## src/design/anneal_pkg.sv

```systemverilog
package anneal_pkg;

    typedef logic signed [31:0] q15_t;
    typedef logic [16:0]        recip_t;
    typedef logic signed [31:0] energy_t;

    localparam q15_t q15_one = 32'sd32768;

    // ------------------------------------------------------------
    // Wishbone classic
    // ------------------------------------------------------------
    typedef struct packed {
        logic        cyc;
        logic        stb;
        logic        we;
        logic [7:0]  adr;
        logic [31:0] dat_w;
    } wb_req_t;

    typedef struct packed {
        logic        ack;
        logic [31:0] dat_r;
    } wb_rsp_t;

    // Register map
    localparam logic [7:0] REG_CTRL      = 8'h00;
    localparam logic [7:0] REG_STATUS    = 8'h01;
    localparam logic [7:0] REG_THRESH    = 8'h02;
    localparam logic [7:0] REG_OR_OP     = 8'h03;  // KN .. LM at 0x03 to 0x08
    localparam logic [7:0] REG_TW_OP     = 8'h09;  // KN .. LM at 0x09 to 0x0E
    localparam logic [7:0] REG_OR_ENERGY = 8'h10;
    localparam logic [7:0] REG_TW_ENERGY = 8'h11;
    localparam logic [7:0] REG_OR_ACC    = 8'h12;
    localparam logic [7:0] REG_TW_ACC    = 8'h13;
    localparam logic [7:0] REG_OR_EXP    = 8'h14;
    localparam logic [7:0] REG_TW_EXP    = 8'h15;

endpackage

```

## src/design/replica_pkg.sv

```systemverilog
package replica_pkg;

    // Base slots of one node
    localparam int base_num = 8;
    localparam int base_log = 3;

    typedef logic [base_log-1:0] base_id_t;

    // ------------------------------------------------------------
    // Distance command stream
    // ------------------------------------------------------------
    typedef enum logic [2:0] {
        KN,
        KM,
        KP,
        LN,
        LP,
        LM
    } operand_sel_t;

    typedef enum logic [1:0] {
        ZERO,   // Clear accumulator
        PLS,
        MNS,
        DNOP    // Hold
    } dist_op_t;

    typedef struct packed {
        operand_sel_t sel;
        dist_op_t     op;
    } distance_command_t;

    localparam int operand_num = 6;

    // ------------------------------------------------------------
    // Round schedule
    // ------------------------------------------------------------
    typedef logic [4:0]  round_cnt_t;
    typedef logic [23:0] sweep_cnt_t;

    localparam int round_last    = 31;
    localparam int capture_cycle = 9;    // Delta capture and exp_init
    localparam int exp_steps     = 15;   // Taylor terms, one per cycle
    localparam int exp_fin_cycle = 26;
    localparam int tw_lag        = 3;    // tw lane starts after this or base

endpackage
```

## src/design/node_control.sv

```systemverilog
`timescale 1ns/1ns

module node_control
    import replica_pkg::*, anneal_pkg::*;
#(
    parameter int node_id = 0
) (
    input  logic              clk,
    input  logic              reset,
    input  logic              run_write,
    input  sweep_cnt_t        run_times,
    output logic              running,

    output base_id_t          or_rn_base_id,
    output base_id_t          tw_rn_base_id,
    output base_id_t          or_dd_base_id,
    output base_id_t          tw_dd_base_id,
    output base_id_t          or_ex_base_id,
    output base_id_t          tw_ex_base_id,

    output logic              or_opt_en,
    output logic              tw_opt_en,

    output distance_command_t or_distance_com,
    output distance_command_t tw_distance_com,

    output logic              exp_init,
    output logic              exp_run,
    output logic              exp_fin,
    output recip_t            exp_recip
);

    // Node-unique starting slot, a sweep ends one slot before it
    localparam base_id_t start_base    = base_id_t'(node_id % base_num);
    localparam base_id_t last_base     = base_id_t'((node_id + base_num - 1) % base_num);
    localparam base_id_t tw_start_base = base_id_t'((node_id + tw_lag) % base_num);

    round_cnt_t      cycle_cnt;
    sweep_cnt_t      run_limit;
    sweep_cnt_t      or_sweep;
    sweep_cnt_t      tw_sweep;
    base_id_t [4:1]  or_dl;
    base_id_t [4:1]  tw_dl;
    logic            round_end;
    logic            or_done;
    logic            tw_done;

    function automatic distance_command_t cmd(input operand_sel_t s, input dist_op_t o);
        return '{sel: s, op: o};
    endfunction

    assign round_end = running && (cycle_cnt == round_cnt_t'(round_last));
    assign or_done   = or_opt_en && (or_rn_base_id == last_base) &&
                       (or_sweep == run_limit - 1'b1);
    assign tw_done   = tw_opt_en && (tw_rn_base_id == last_base) &&
                       (tw_sweep == run_limit - 1'b1);

    // ------------------------------------------------------------
    // Round counter and run state
    // ------------------------------------------------------------
    always_ff @(posedge clk) begin
        if (reset) begin
            running   <= 1'b0;
            cycle_cnt <= '0;
            run_limit <= '0;
        end else begin
            cycle_cnt <= running ? cycle_cnt + 1'b1 : '0;
            if (run_write) begin
                running   <= 1'b1;
                run_limit <= (run_times == '0) ? sweep_cnt_t'(1) : run_times;
            end else if (round_end && !or_opt_en && !tw_opt_en) begin
                running <= 1'b0;  // After one trailing round
            end
        end
    end

    // Lane enables and sweep counters
    always_ff @(posedge clk) begin
        if (reset) begin
            or_opt_en <= 1'b0;
            tw_opt_en <= 1'b0;
            or_sweep  <= '0;
            tw_sweep  <= '0;
        end else begin
            if (run_write)
                or_opt_en <= 1'b1;
            else if (round_end && or_done)
                or_opt_en <= 1'b0;

            if (round_end && or_opt_en && or_sweep == '0 && or_rn_base_id == tw_start_base)
                tw_opt_en <= 1'b1;
            else if (round_end && tw_done)
                tw_opt_en <= 1'b0;

            if (run_write) begin
                or_sweep <= '0;
                tw_sweep <= '0;
            end else if (round_end) begin
                if (or_opt_en && or_rn_base_id == last_base)
                    or_sweep <= or_sweep + 1'b1;
                if (tw_opt_en && tw_rn_base_id == last_base)
                    tw_sweep <= tw_sweep + 1'b1;
            end
        end
    end

    // ------------------------------------------------------------
    // Base ids, rn stepping and dd/ex delay lines
    // ------------------------------------------------------------
    always_ff @(posedge clk) begin
        if (reset) begin
            or_rn_base_id <= start_base;
            tw_rn_base_id <= start_base;
            or_dl         <= {4{start_base}};
            tw_dl         <= {4{start_base}};
        end else if (round_end) begin
            if (or_opt_en)
                or_rn_base_id <= or_rn_base_id + 1'b1;  // Wraps at base_num
            if (tw_opt_en)
                tw_rn_base_id <= tw_rn_base_id + 1'b1;
            or_dl <= {or_dl[3:1], or_rn_base_id};
            tw_dl <= {tw_dl[3:1], tw_rn_base_id};
        end
    end

    assign or_dd_base_id = or_dl[1];
    assign tw_dd_base_id = tw_dl[1];
    assign or_ex_base_id = or_dl[4];
    assign tw_ex_base_id = tw_dl[4];

    // Commands leave the register on cycles 2 to 8
    always_ff @(posedge clk) begin
        if (reset) begin
            or_distance_com <= cmd(KN, DNOP);
            tw_distance_com <= cmd(KN, DNOP);
        end else begin
            case (cycle_cnt)
                5'd1:    or_distance_com <= cmd(KN, ZERO);
                5'd2:    or_distance_com <= cmd(KM, MNS);
                5'd3:    or_distance_com <= cmd(KP, PLS);
                5'd4:    or_distance_com <= cmd(KN, MNS);
                5'd5:    or_distance_com <= cmd(LN, PLS);
                5'd6:    or_distance_com <= cmd(LP, MNS);
                5'd7:    or_distance_com <= cmd(KN, PLS);
                default: or_distance_com <= cmd(KN, DNOP);
            endcase
            case (cycle_cnt)
                5'd1:    tw_distance_com <= cmd(KN, ZERO);
                5'd2:    tw_distance_com <= cmd(KM, MNS);
                5'd3:    tw_distance_com <= cmd(LM, PLS);
                5'd4:    tw_distance_com <= cmd(LN, MNS);
                5'd5:    tw_distance_com <= cmd(KN, PLS);
                default: tw_distance_com <= cmd(KN, DNOP);
            endcase
        end
    end

    // ------------------------------------------------------------
    // Exp schedule, terms n = 15 down to 1 on cycles 10 to 24
    // ------------------------------------------------------------
    assign exp_init = (cycle_cnt == round_cnt_t'(capture_cycle));
    assign exp_run  = (cycle_cnt > round_cnt_t'(capture_cycle)) &&
                      (cycle_cnt <= round_cnt_t'(capture_cycle + exp_steps));
    assign exp_fin  = (cycle_cnt == round_cnt_t'(exp_fin_cycle));

    always_ff @(posedge clk) begin
        for (int k = 1; k <= exp_steps; k++) begin
            if (cycle_cnt == round_cnt_t'(capture_cycle + exp_steps - k))
                exp_recip <= recip_t'(q15_one / k);
        end
    end

endmodule

```

## config.mk

```make
export PLATFORM = sky130hd
export DESIGN_NAME = node_control
export DESIGN_NICKNAME = d
export VERILOG_FILES = /design/src/design/anneal_pkg.sv /design/src/design/replica_pkg.sv /design/src/design/node_control.sv
export SDC_FILE = /design/constraint.sdc
export NUM_CORES = 1
export LEC_CHECK = 0
export ABC_AREA = 1
export BUFFER_PORTS_ARGS = -buffer_cell sky130_fd_sc_hd__buf_2
export CORE_MARGIN = 2
export CORE_UTILIZATION = 57
export DETAILED_ROUTE_END_ITERATION = 6
export PLACE_DENSITY_LB_ADDON = 0.1
export SETUP_SLACK_MARGIN = 0.3
export SLEW_MARGIN = 0
export SYNTH_ARGS = -nofsm -noshare
export SYNTH_HDL_FRONTEND = slang
export SYNTH_SLANG_ARGS = --single-unit
```

## constraint.sdc

```tcl
create_clock -name clk -period 4.52 [get_ports clk]
set_input_delay 0.678 -clock clk [delete_from_list [all_inputs] [get_ports clk]]
set_output_delay 0.678 -clock clk [all_outputs]
set_load 0.01 [all_outputs]
```

== Yosys cells after proc, flatten, opt, wreduce, memory -nomap -nowiden ==
Index checks and enable logic that the tools add are counted.
Storage, ports and cells
  bits in registers: 136
  latch bits: 0
  bits in writable memories: 0
  memory bits (read-only): 0
  input bits: 27
  logic and storage cells: 133
  memories: 0
Cells by class
  add/subtract/negate cells: 6
  $mul: 0
  div/mod/pow operators: 0
  order comparisons: 2
  equality and inequality tests: 29
  shift-type cells: 0
  mux-type cells: 23
  bitwise gates (word level): 1
  reductions and logical operators: 42
Operator list (number)
  13-bit 2-to-1 mux: 4
  5-bit equality test, second input constant: 10
  24-bit by 1-bit adder with 24-bit output, second input constant: 2
  24-bit equality test: 2
  24-bit logical NOT: 2
  5-bit by 4-bit equality test with 1-bit output, second input constant: 7
  5-bit case mux with 7 select lines: 1
  15-bit 2-to-1 mux: 2
  14-bit 2-to-1 mux: 2
  5-bit case mux with 5 select lines: 1
  24-bit 2-to-1 mux: 1
  24-bit by 1-bit subtractor with 24-bit output, second input constant: 1
  11-bit 2-to-1 mux: 2
  5-bit by 3-bit equality test with 1-bit output, second input constant: 4
  10-bit 2-to-1 mux: 2
  9-bit 2-to-1 mux: 2
  14-bit nonzero test: 1
  14-bit OR reduction: 1
  1-bit logical AND: 13
  13-bit nonzero test: 1
  13-bit OR reduction: 1
  12-bit nonzero test: 1
  11-bit OR reduction: 1
  5-bit by 2-bit equality test with 1-bit output, second input constant: 2
  21 further kinds: 37

== Longest topological paths before layout ==
Gate-level depths: netlist of run 1.
  depth after elaboration: 15
  depth in mapped cells: 17

== Least setup slack after synthesis of run 1 ==
No wires, ideal clock.
  path kind: register to register
  from: reg cycle_cnt[0]
  to: reg or_sweep[22]
  library setup time: 0.128 ns
  arrival time: 2.262 ns
  required time: 4.392 ns
  setup slack: 2.130 ns
  stages on the path, launching flop included: 16
  path buffers: 0
  clock period less this slack: 2.390 ns
  cells stage by stage: dfxtp_1 > ha_1 > inv_1 > nor2_1 > ha_1 > nand2_4 > nor2_8 > nand2_2 > nor2_4 > nand4_2 > or2_4 > nor2_4 > nand2_2 > nor2_2 > xor2_1 > nor2_1
On the way
  cells in the longest elaborated chain, start to end: 3
Ends and longest elaborated chain
  start: declaration: line node_control.sv:38  | round_cnt_t cycle_cnt;
  start signal: assignment: line node_control.sv:67  | cycle_cnt <= running ? cycle_cnt + 1'b1 : '0;
  5-bit equality test: line node_control.sv:52  | assign round_end = running && (cycle_cnt == round_cnt_t'(round_last));
  1-bit logical AND: line node_control.sv:52
  2-bit AND reduction (no source line)
  end signal: assignment: line node_control.sv:100  | or_sweep <= or_sweep + 1'b1;
  end: declaration: line node_control.sv:40  | sweep_cnt_t or_sweep;
No other way between the ends.
A chain may end at the register's enable or synchronous reset.

== Worst setup path after layout of run 1 ==
Same ends and word-level chain as after synthesis.

==> flow_metrics.env, run 1 <==
export IMPL_run_status="finished, violations left"
export IMPL_violations_in_the_final_reports="DRC"
export IMPL_placementRows=42
export IMPL_slew_headroom=0.550
export IMPL_critical_register_to_register_path_endpoint="or_sweep[22]"
export IMPL_io_buffer_count=76
export IMPL_post_synth_mux_area_share=0
export IMPL_worst_ep_required_time_ns=4.83
export IMPL_detail_route_drc_violations=2
export IMPL_cts_setup_buffers=0
export IMPL_globalRouteOverflowTotal=0
export IMPL_hold_start="exp_recip[6]"
export IMPL_cell_internal_pwr_mw=2.10
export IMPL_wl_per_cell_um=14.2
export IMPL_netlist_area_mm2=0.00767
export IMPL_min_delay_path_depth=2
export IMPL_p_clk_frac=0.466
export IMPL_synth_yosys_warnings=0
export IMPL_tritoncts_num_sinks=136
export IMPL_grt_setup_unrepaired="no"
export IMPL_layout_area_overhead_vs_synth_pct=13.1
export IMPL_max_clock_freq_mhz=343
export IMPL_peakVddDrop_mv=0.289
export IMPL_cp_arrival_ns=3.22
export IMPL_postRouteAntennaNets=0
export IMPL_timing_max_cap_violations=0
export IMPL_ys_async_sr_fraction=0
export IMPL_finalNetCount=1267
export IMPL_num_fill_cells=1249
export IMPL_worst_setup_path_type="flop to flop"
export IMPL_combPwrFrac=0.107
export IMPL_syn_mean_instance_area_um2=6.59
export IMPL_cts_buffers_inserted=17
export IMPL_global_route_usage_total=0.287
export IMPL_cts_root_to_sink_buffers=2
export IMPL_synthXorXnorAreaFrac=0.0171
export IMPL_finalPower_mw=2.90
export IMPL_antennaDiodeCount=0
export IMPL_detail_route_vias_per_cell=5.42
export IMPL_worst_slew_pin_transition_ns=0.668
export IMPL_max_slew_vio_count=0
export IMPL_maximum_number_of_pins_on_one_net_before_global_route_repair=43
export IMPL_drt_first_iter_violations=713
export IMPL_drtPass1Iterations=7
export IMPL_period_share=0.644
export IMPL_antenna_violations_before_repair=0
export IMPL_netSwitchingFraction=0.275
export IMPL_fp_dieArea_mm2=0.0144
export IMPL_postSynth_topFlopCell="sky130_fd_sc_hd__dfxtp_1"
export IMPL_end_kind="flop"
export IMPL_cp_start_kind="flop"
export IMPL_yosysSeqAreaShare=0.355
export IMPL_timing_hold_worst_class="flop to flop"
export IMPL_synthesis_nets=1205
export IMPL_chipHeight_um=120
export IMPL_tritoncts="done"
export IMPL_leading_cell_types_by_total_area_after_synthesis="sky130_fd_sc_hd__dfxtp_1 (36%), sky130_fd_sc_hd__nand2_1 (12%), sky130_fd_sc_hd__nor2_1 (8.1%)"
export IMPL_total_leakage_power_nw=3.89
export IMPL_critical_path_peak_fanout=25
export IMPL_synth_enable_flop_cells=0
export IMPL_setup_viol_count_final=0
export IMPL_switchingPower_mw=0.797
export IMPL_postSynthCellCount=1163
export IMPL_worst_reg2reg_startpoint="cycle_cnt[0]"
export IMPL_drive_above_1_share=0.134
export IMPL_sequential_cell_fraction_of_total_power=0.427
export IMPL_synth_top_area_frac=0.355
export IMPL_fp_dieW_um=120
export IMPL_hpwl_mm=14.8
export IMPL_totalNegativeSetupSlack_ns=0
export IMPL_reg2regPathDepth=15
export IMPL_design_portCount=78
export IMPL_combinational_family_with_the_most_area_after_synthesis="simple AND/OR/NAND/NOR gates"
export IMPL_via_count_of_the_first_global_routing_pass=7008
export IMPL_cts_root_buffer="sky130_fd_sc_hd__clkbuf_16"
export IMPL_placeableCoreArea_mm2=0.0132
export IMPL_cts_htree_levels=4
export IMPL_grt_pass1_wl_mm=33.1
export IMPL_drt_wl_total_mm=20.1
export IMPL_synth_compound_area_frac=0.125
export IMPL_finalCriticalPeriod_ns=2.91
export IMPL_detailroute_via_count=7652
export IMPL_postSynthRegisterBits=136
export IMPL_initial_utilization=0.581
export IMPL_path_clk_slew_ns=0.06
export IMPL_yosys_area_share_simple=0.373
export IMPL_finClkSkew_ns=0.00739
export IMPL_synth_adder_area_share=0.0245
export IMPL_gp_congestion=0.957
export IMPL_power_density_mw_per_mm2=334
export IMPL_synth_cell_types=44
export IMPL_worst_skew_late_latency_ns=0.43
export IMPL_ctsHoldBuffers=0
export IMPL_postCtsResizedCells=0
export IMPL_synth_area_leader_cell="sky130_fd_sc_hd__dfxtp_1"
export IMPL_worstHoldEndpoint="exp_recip[6]"
export IMPL_worst_r2r_setup_slack_ns=1.61
export IMPL_report_final_hold_viol_count=0
[through the flow]
stage	instance area, um2	hold WS [ns]	setup WS (ns)	cells	utilization
after floorplan	7670	0.450	2.13	1163	-
after global placement	8100	0.452	1.82	1382	0.614
after detailed placement	8100	0.453	1.68	1382	0.614
after CTS	8670	0.466	1.62	1413	0.657
after global routing	8670	0.498	1.36	1413	0.657
final	8670	0.461	1.61	1413	0.657
[registers in the layout, indices dropped and copies added (netlist names), 5 cells and up]
name,flops
exp_recip,16
or_distance_com,5
tw_sweep,24
tw_dl,6
or_sweep,24
cycle_cnt,5
tw_distance_com,5
run_limit,24
or_dl,6
[cell usage after synthesis (3+ instances only)]
master and instances:
sky130_fd_sc_hd__nor4_1 12, sky130_fd_sc_hd__nor3_1 26, sky130_fd_sc_hd__clkbuf_1 20, sky130_fd_sc_hd__xor2_1 15, sky130_fd_sc_hd__o211ai_1 3, sky130_fd_sc_hd__nor2_4 7, sky130_fd_sc_hd__nor2_8 3, sky130_fd_sc_hd__ha_1 15
sky130_fd_sc_hd__a211oi_1 5, sky130_fd_sc_hd__nand3_2 7, sky130_fd_sc_hd__dfxtp_1 136, sky130_fd_sc_hd__a31oi_1 3, sky130_fd_sc_hd__o21ai_1 10, sky130_fd_sc_hd__nand4_1 18, sky130_fd_sc_hd__nand3_1 112, sky130_fd_sc_hd__buf_4 14
sky130_fd_sc_hd__nor2_1 165, sky130_fd_sc_hd__nor3_2 3, sky130_fd_sc_hd__nand2_2 6, sky130_fd_sc_hd__inv_1 146, sky130_fd_sc_hd__nor2_2 16, sky130_fd_sc_hd__nand3b_1 5, sky130_fd_sc_hd__clkinv_1 6, sky130_fd_sc_hd__inv_2 8
sky130_fd_sc_hd__a21oi_1 59, sky130_fd_sc_hd__o21ai_0 72, sky130_fd_sc_hd__o21a_1 4, sky130_fd_sc_hd__nand2_1 236, sky130_fd_sc_hd__o22ai_1 12
[cells in the final DEF (no fill, tap or decap), types with 3 or more instances in the layout]
cell type,synthesis,final
sky130_fd_sc_hd__a211oi_1,5,5
sky130_fd_sc_hd__a21oi_1,59,59
sky130_fd_sc_hd__a31oi_1,3,3
sky130_fd_sc_hd__buf_2,2,76
sky130_fd_sc_hd__buf_4,14,4
sky130_fd_sc_hd__clkbuf_16,0,17
sky130_fd_sc_hd__clkinv_1,6,6
sky130_fd_sc_hd__clkinv_4,0,5
sky130_fd_sc_hd__dfxtp_1,136,136
sky130_fd_sc_hd__ha_1,15,15
sky130_fd_sc_hd__inv_1,146,146
sky130_fd_sc_hd__inv_2,8,8
sky130_fd_sc_hd__inv_6,0,3
sky130_fd_sc_hd__nand2_1,236,236
sky130_fd_sc_hd__nand2_2,6,6
sky130_fd_sc_hd__nand3_1,112,112
sky130_fd_sc_hd__nand3_2,7,7
sky130_fd_sc_hd__nand3b_1,5,5
sky130_fd_sc_hd__nand4_1,18,18
sky130_fd_sc_hd__nor2_1,165,165
sky130_fd_sc_hd__nor2_2,16,16
sky130_fd_sc_hd__nor2_4,7,7
sky130_fd_sc_hd__nor2_8,3,3
sky130_fd_sc_hd__nor3_1,26,26
sky130_fd_sc_hd__nor3_2,3,3
sky130_fd_sc_hd__nor4_1,12,12
sky130_fd_sc_hd__o211ai_1,3,3
sky130_fd_sc_hd__o21a_1,4,4
sky130_fd_sc_hd__o21ai_0,72,72
sky130_fd_sc_hd__o21ai_1,10,10
sky130_fd_sc_hd__o22ai_1,12,12
sky130_fd_sc_hd__xor2_1,15,15
[cells by family after synthesis]
group	Yosys count
adders and majority gates	15
AOI/OAI and AO/OA	176
and+or+nand+nor	622
xor gates and xnor gates	15
buffers and inverters	198
DFF	136
other	1
[worst max-delay path by stage]
stage	start	endpoint	slack, ns	depth (start not counted)
after floorplan	cycle_cnt[0]	or_sweep[22]	2.13	15
after global placement	cycle_cnt[0]	or_sweep[22]	1.82	15
after detailed placement	cycle_cnt[0]	or_sweep[22]	1.68	15
after CTS	cycle_cnt[0]	or_sweep[22]	1.62	15
after global routing	cycle_cnt[0]	or_sweep[23]	1.36	15
final	cycle_cnt[0]	or_sweep[22]	1.61	15
[power by group through the flow]
stage | Combinational [mW] | Sequential [mW] | Clock, mW
after floorplan | 0.222 | 1.26 | 0
after global placement | 0.303 | 1.26 | 0
after detailed placement | 0.304 | 1.26 | 0
after CTS | 0.306 | 1.24 | 1.36
after global routing | 0.352 | 1.24 | 1.42
final | 0.312 | 1.24 | 1.35
[layer usage]
layer	track usage	up-vias	wire length, um
li1	-	3914	-
met1	0.398	3418	9280
met2	0.443	276	8940
met3	0.0580	44	1360
met4	0.101	0	463
met5	0	-	0
[final cells by class]
type                       instances  area [um2]  area share
clock buffer                      19         453      0.0522
clock inverter                    12         120      0.0139
inverter                         161         607      0.0700
multi-input combinational        829        4140       0.477
sequential                       136        2720       0.314
tap                              176         220      0.0254
timing repair buffer              80         410      0.0473
[worst max-delay path, stage by stage, from the launching register on]
cell	delay, ns
sky130_fd_sc_hd__dfxtp_1	0.43
sky130_fd_sc_hd__ha_1	0.26
sky130_fd_sc_hd__inv_1	0.13
sky130_fd_sc_hd__nor2_1	0.18
sky130_fd_sc_hd__ha_1	0.24
sky130_fd_sc_hd__nand2_4	0.21
sky130_fd_sc_hd__nor2_8	0.20
sky130_fd_sc_hd__nand2_2	0.07
sky130_fd_sc_hd__nor2_4	0.11
sky130_fd_sc_hd__nand4_2	0.12
sky130_fd_sc_hd__or2_4	0.28
sky130_fd_sc_hd__nor2_4	0.15
sky130_fd_sc_hd__nand2_2	0.08
sky130_fd_sc_hd__nor2_2	0.11
sky130_fd_sc_hd__xor2_1	0.17
sky130_fd_sc_hd__nor2_1	0.05
Power figures use the tool's default switching activity.
==> run 2: changes to the inputs <==
--- a/config.mk
+++ b/config.mk
@@ -8,7 +8,7 @@
 export ABC_AREA = 1
 export BUFFER_PORTS_ARGS = -buffer_cell sky130_fd_sc_hd__buf_2
 export CORE_MARGIN = 2
-export CORE_UTILIZATION = 57
+export CORE_UTILIZATION = 54
 export DETAILED_ROUTE_END_ITERATION = 6
 export PLACE_DENSITY_LB_ADDON = 0.1
 export SETUP_SLACK_MARGIN = 0.3
==> constraint.sdc (replaced) <==
create_clock -name clk -period 2.5 [get_ports clk]
set_input_delay 0.375 -clock clk [delete_from_list [all_inputs] [get_ports clk]]
set_output_delay 0.375 -clock clk [all_outputs]
set_load 0.01 [all_outputs]
==> run 2 against run 1 <==
  * The flow now finishes without violations
  * Die area increased by 5.4%
  * Core utilization increased by 1.9 points
  * Non-clock buffer count increased by 46
  * First-iteration DRC count increased by 16%
  * Flip-flop and latch count unchanged
  * Critical path depth unchanged
  * Via count increased by 2.7%
  * Largest power group unchanged
==> flow_metrics.env, run 2 (synthesized netlist as in run 1, its figures left out) <==
export IMPL_drive_above_1_share=0.204
export IMPL_tritoncts_num_sinks=136
export IMPL_critPathLaunch="cycle_cnt[0]"
export IMPL_totalNegativeSetupSlack_ns=0
export IMPL_worst_slew_pin_transition_ns=0.703
export IMPL_ctsHoldBuffers=0
export IMPL_finClkSkew_ns=0.00877
export IMPL_globalRouteOverflowTotal=0
export IMPL_report_final_hold_viol_count=0
export IMPL_grt_setup_unrepaired="yes"
export IMPL_period_share=0.910
export IMPL_reg_top3="or_sweep x24, run_limit x24, tw_sweep x24"
export IMPL_global_route_usage_total=0.282
export IMPL_drtPass1Iterations=7
export IMPL_finalNetCount=1313
export IMPL_detail_route_drc_violations=0
export IMPL_cts_buffers_inserted=17
export IMPL_path_clk_slew_ns=0.06
export IMPL_finalNonFillerCells=1464
export IMPL_fp_dieArea_mm2=0.0152
export IMPL_placeableCoreArea_mm2=0.0139
export IMPL_design_portCount=78
export IMPL_critical_path_peak_fanout=4
export IMPL_chipHeight_um=123
export IMPL_setup_viol_count_final=0
export IMPL_drt_first_iter_violations=830
export IMPL_postRouteAntennaNets=0
export IMPL_antenna_violations_before_repair=0
export IMPL_gp_congestion=0.921
export IMPL_peakVddDrop_mv=0.550
export IMPL_end_kind="flop"
export IMPL_timing_max_cap_violations=0
export IMPL_finalPower_mw=5.55
export IMPL_max_clock_freq_mhz=440
export IMPL_fp_dieW_um=123
export IMPL_total_leakage_power_nw=4.22
export IMPL_placement_cell_area_mm2=0.00827
export IMPL_maximum_number_of_pins_on_one_net_before_global_route_repair=40
export IMPL_slew_headroom=0.527
export IMPL_worst_setup_path_type="flop to flop"
export IMPL_layout_cell_area_non_filler_mm2=0.00939
export IMPL_grt_pass1_wl_mm=33.5
export IMPL_layout_area_overhead_vs_synth_pct=22.4
export IMPL_finalCriticalPeriod_ns=2.27
export IMPL_hold_start="run_times[16]"
export IMPL_cts_root_to_sink_buffers=2
export IMPL_mostFrequentLayoutCells="sky130_fd_sc_hd__nand2_1 (229), sky130_fd_sc_hd__nor2_1 (150), sky130_fd_sc_hd__inv_1 (145), sky130_fd_sc_hd__dfxtp_1 (131), sky130_fd_sc_hd__nand3_1 (107)"
export IMPL_initial_utilization=0.552
export IMPL_cp_start_kind="flop"
export IMPL_run_status="finished, final reports clean"
export IMPL_via_count_of_the_first_global_routing_pass=7008
export IMPL_number_of_cells_in_the_design_after_placement=1399
export IMPL_antennaDiodeCount=0
export IMPL_detail_route_vias_per_cell=5.37
export IMPL_hpwl_mm=15.2
export IMPL_power_density_mw_per_mm2=592
export IMPL_timing_hold_worst_class="primary input to flop"
export IMPL_worst_skew_late_latency_ns=0.43
export IMPL_wl_per_cell_um=14.5
export IMPL_placementRows=43
export IMPL_worst_ep_required_time_ns=2.81
export IMPL_tritoncts="done"
export IMPL_worst_reg2reg_startpoint="cycle_cnt[0]"
export IMPL_cp_arrival_ns=2.58
export IMPL_max_slew_vio_count=0
export IMPL_cts_htree_levels=4
export IMPL_cts_root_buffer="sky130_fd_sc_hd__clkbuf_16"
export IMPL_drt_wl_total_mm=21.3
export IMPL_mostFrequentLayoutCell="sky130_fd_sc_hd__nand2_1"
export IMPL_detailroute_via_count=7856
export IMPL_io_buffer_count=76
[run 2: final timing paths]
path / endpoint / slack, ns / depth (start not counted)
min reg2reg: exp_recip[10] / 0.46 / 2
min: run_limit[16] / 0.19 / 3
max reg2reg: or_sweep[22] / 0.23 / 15
max: or_sweep[22] / 0.23 / 15
[run 2: layout make-up]
cell class                 instances  area (um2)
fill                            1258        4490
sequential                       136        2730
multi-input combinational        829        4410
timing repair buffer             126         776
tap                              180         225
clock inverter                    13         191
clock buffer                      19         443
inverter                         161         609
[run 2: per-stage QoR]
step	hold slack [ns]	util	worst slack [ns]
finish	0.193	0.676	0.225
global route	0.218	0.676	0.0965
CTS	0.185	0.656	0.240
detailed placement	0.451	0.596	0.137
global placement	0.455	0.596	0.190
floorplan	0.442	-	0.297
[run 2: report_power, final]
group	total [mW]	leakage [nW]	internal [mW]	switching, mW
clock	2.71	0.301	1.71	1.00
combinational	0.609	2.81	0.207	0.402
sequential	2.24	1.10	2.20	0.0362
[run 2: worst max-delay path, stage by stage, from the launching register on]
cell	delay (ns)
sky130_fd_sc_hd__dfxtp_4	0.37
sky130_fd_sc_hd__ha_4	0.15
sky130_fd_sc_hd__inv_4	0.04
sky130_fd_sc_hd__nor2_4	0.10
sky130_fd_sc_hd__ha_4	0.17
sky130_fd_sc_hd__nand2_8	0.08
sky130_fd_sc_hd__nor2_8	0.15
sky130_fd_sc_hd__nand2_4	0.06
sky130_fd_sc_hd__nor2_4	0.11
sky130_fd_sc_hd__nand4_4	0.11
sky130_fd_sc_hd__or2_4	0.27
sky130_fd_sc_hd__nor2_4	0.16
sky130_fd_sc_hd__nand2_2	0.09
sky130_fd_sc_hd__nor2_4	0.12
sky130_fd_sc_hd__xor2_1	0.14
sky130_fd_sc_hd__nor2_1	0.05
[run 2: routing by layer]
metal	wire (um)	vias up	GRT usage
met3	1290	40	0.0609
met4	361	0	0.0746
met5	0	-	0
met1	9720	3561	0.382
li1	-	3991	-
met2	9900	264	0.456
[run 2: what timing repair did]
action	CTS	global route
setup buffers	18	15
pin swaps	22	21
resized for setup	15	47
setup endpoints to repair	19	35
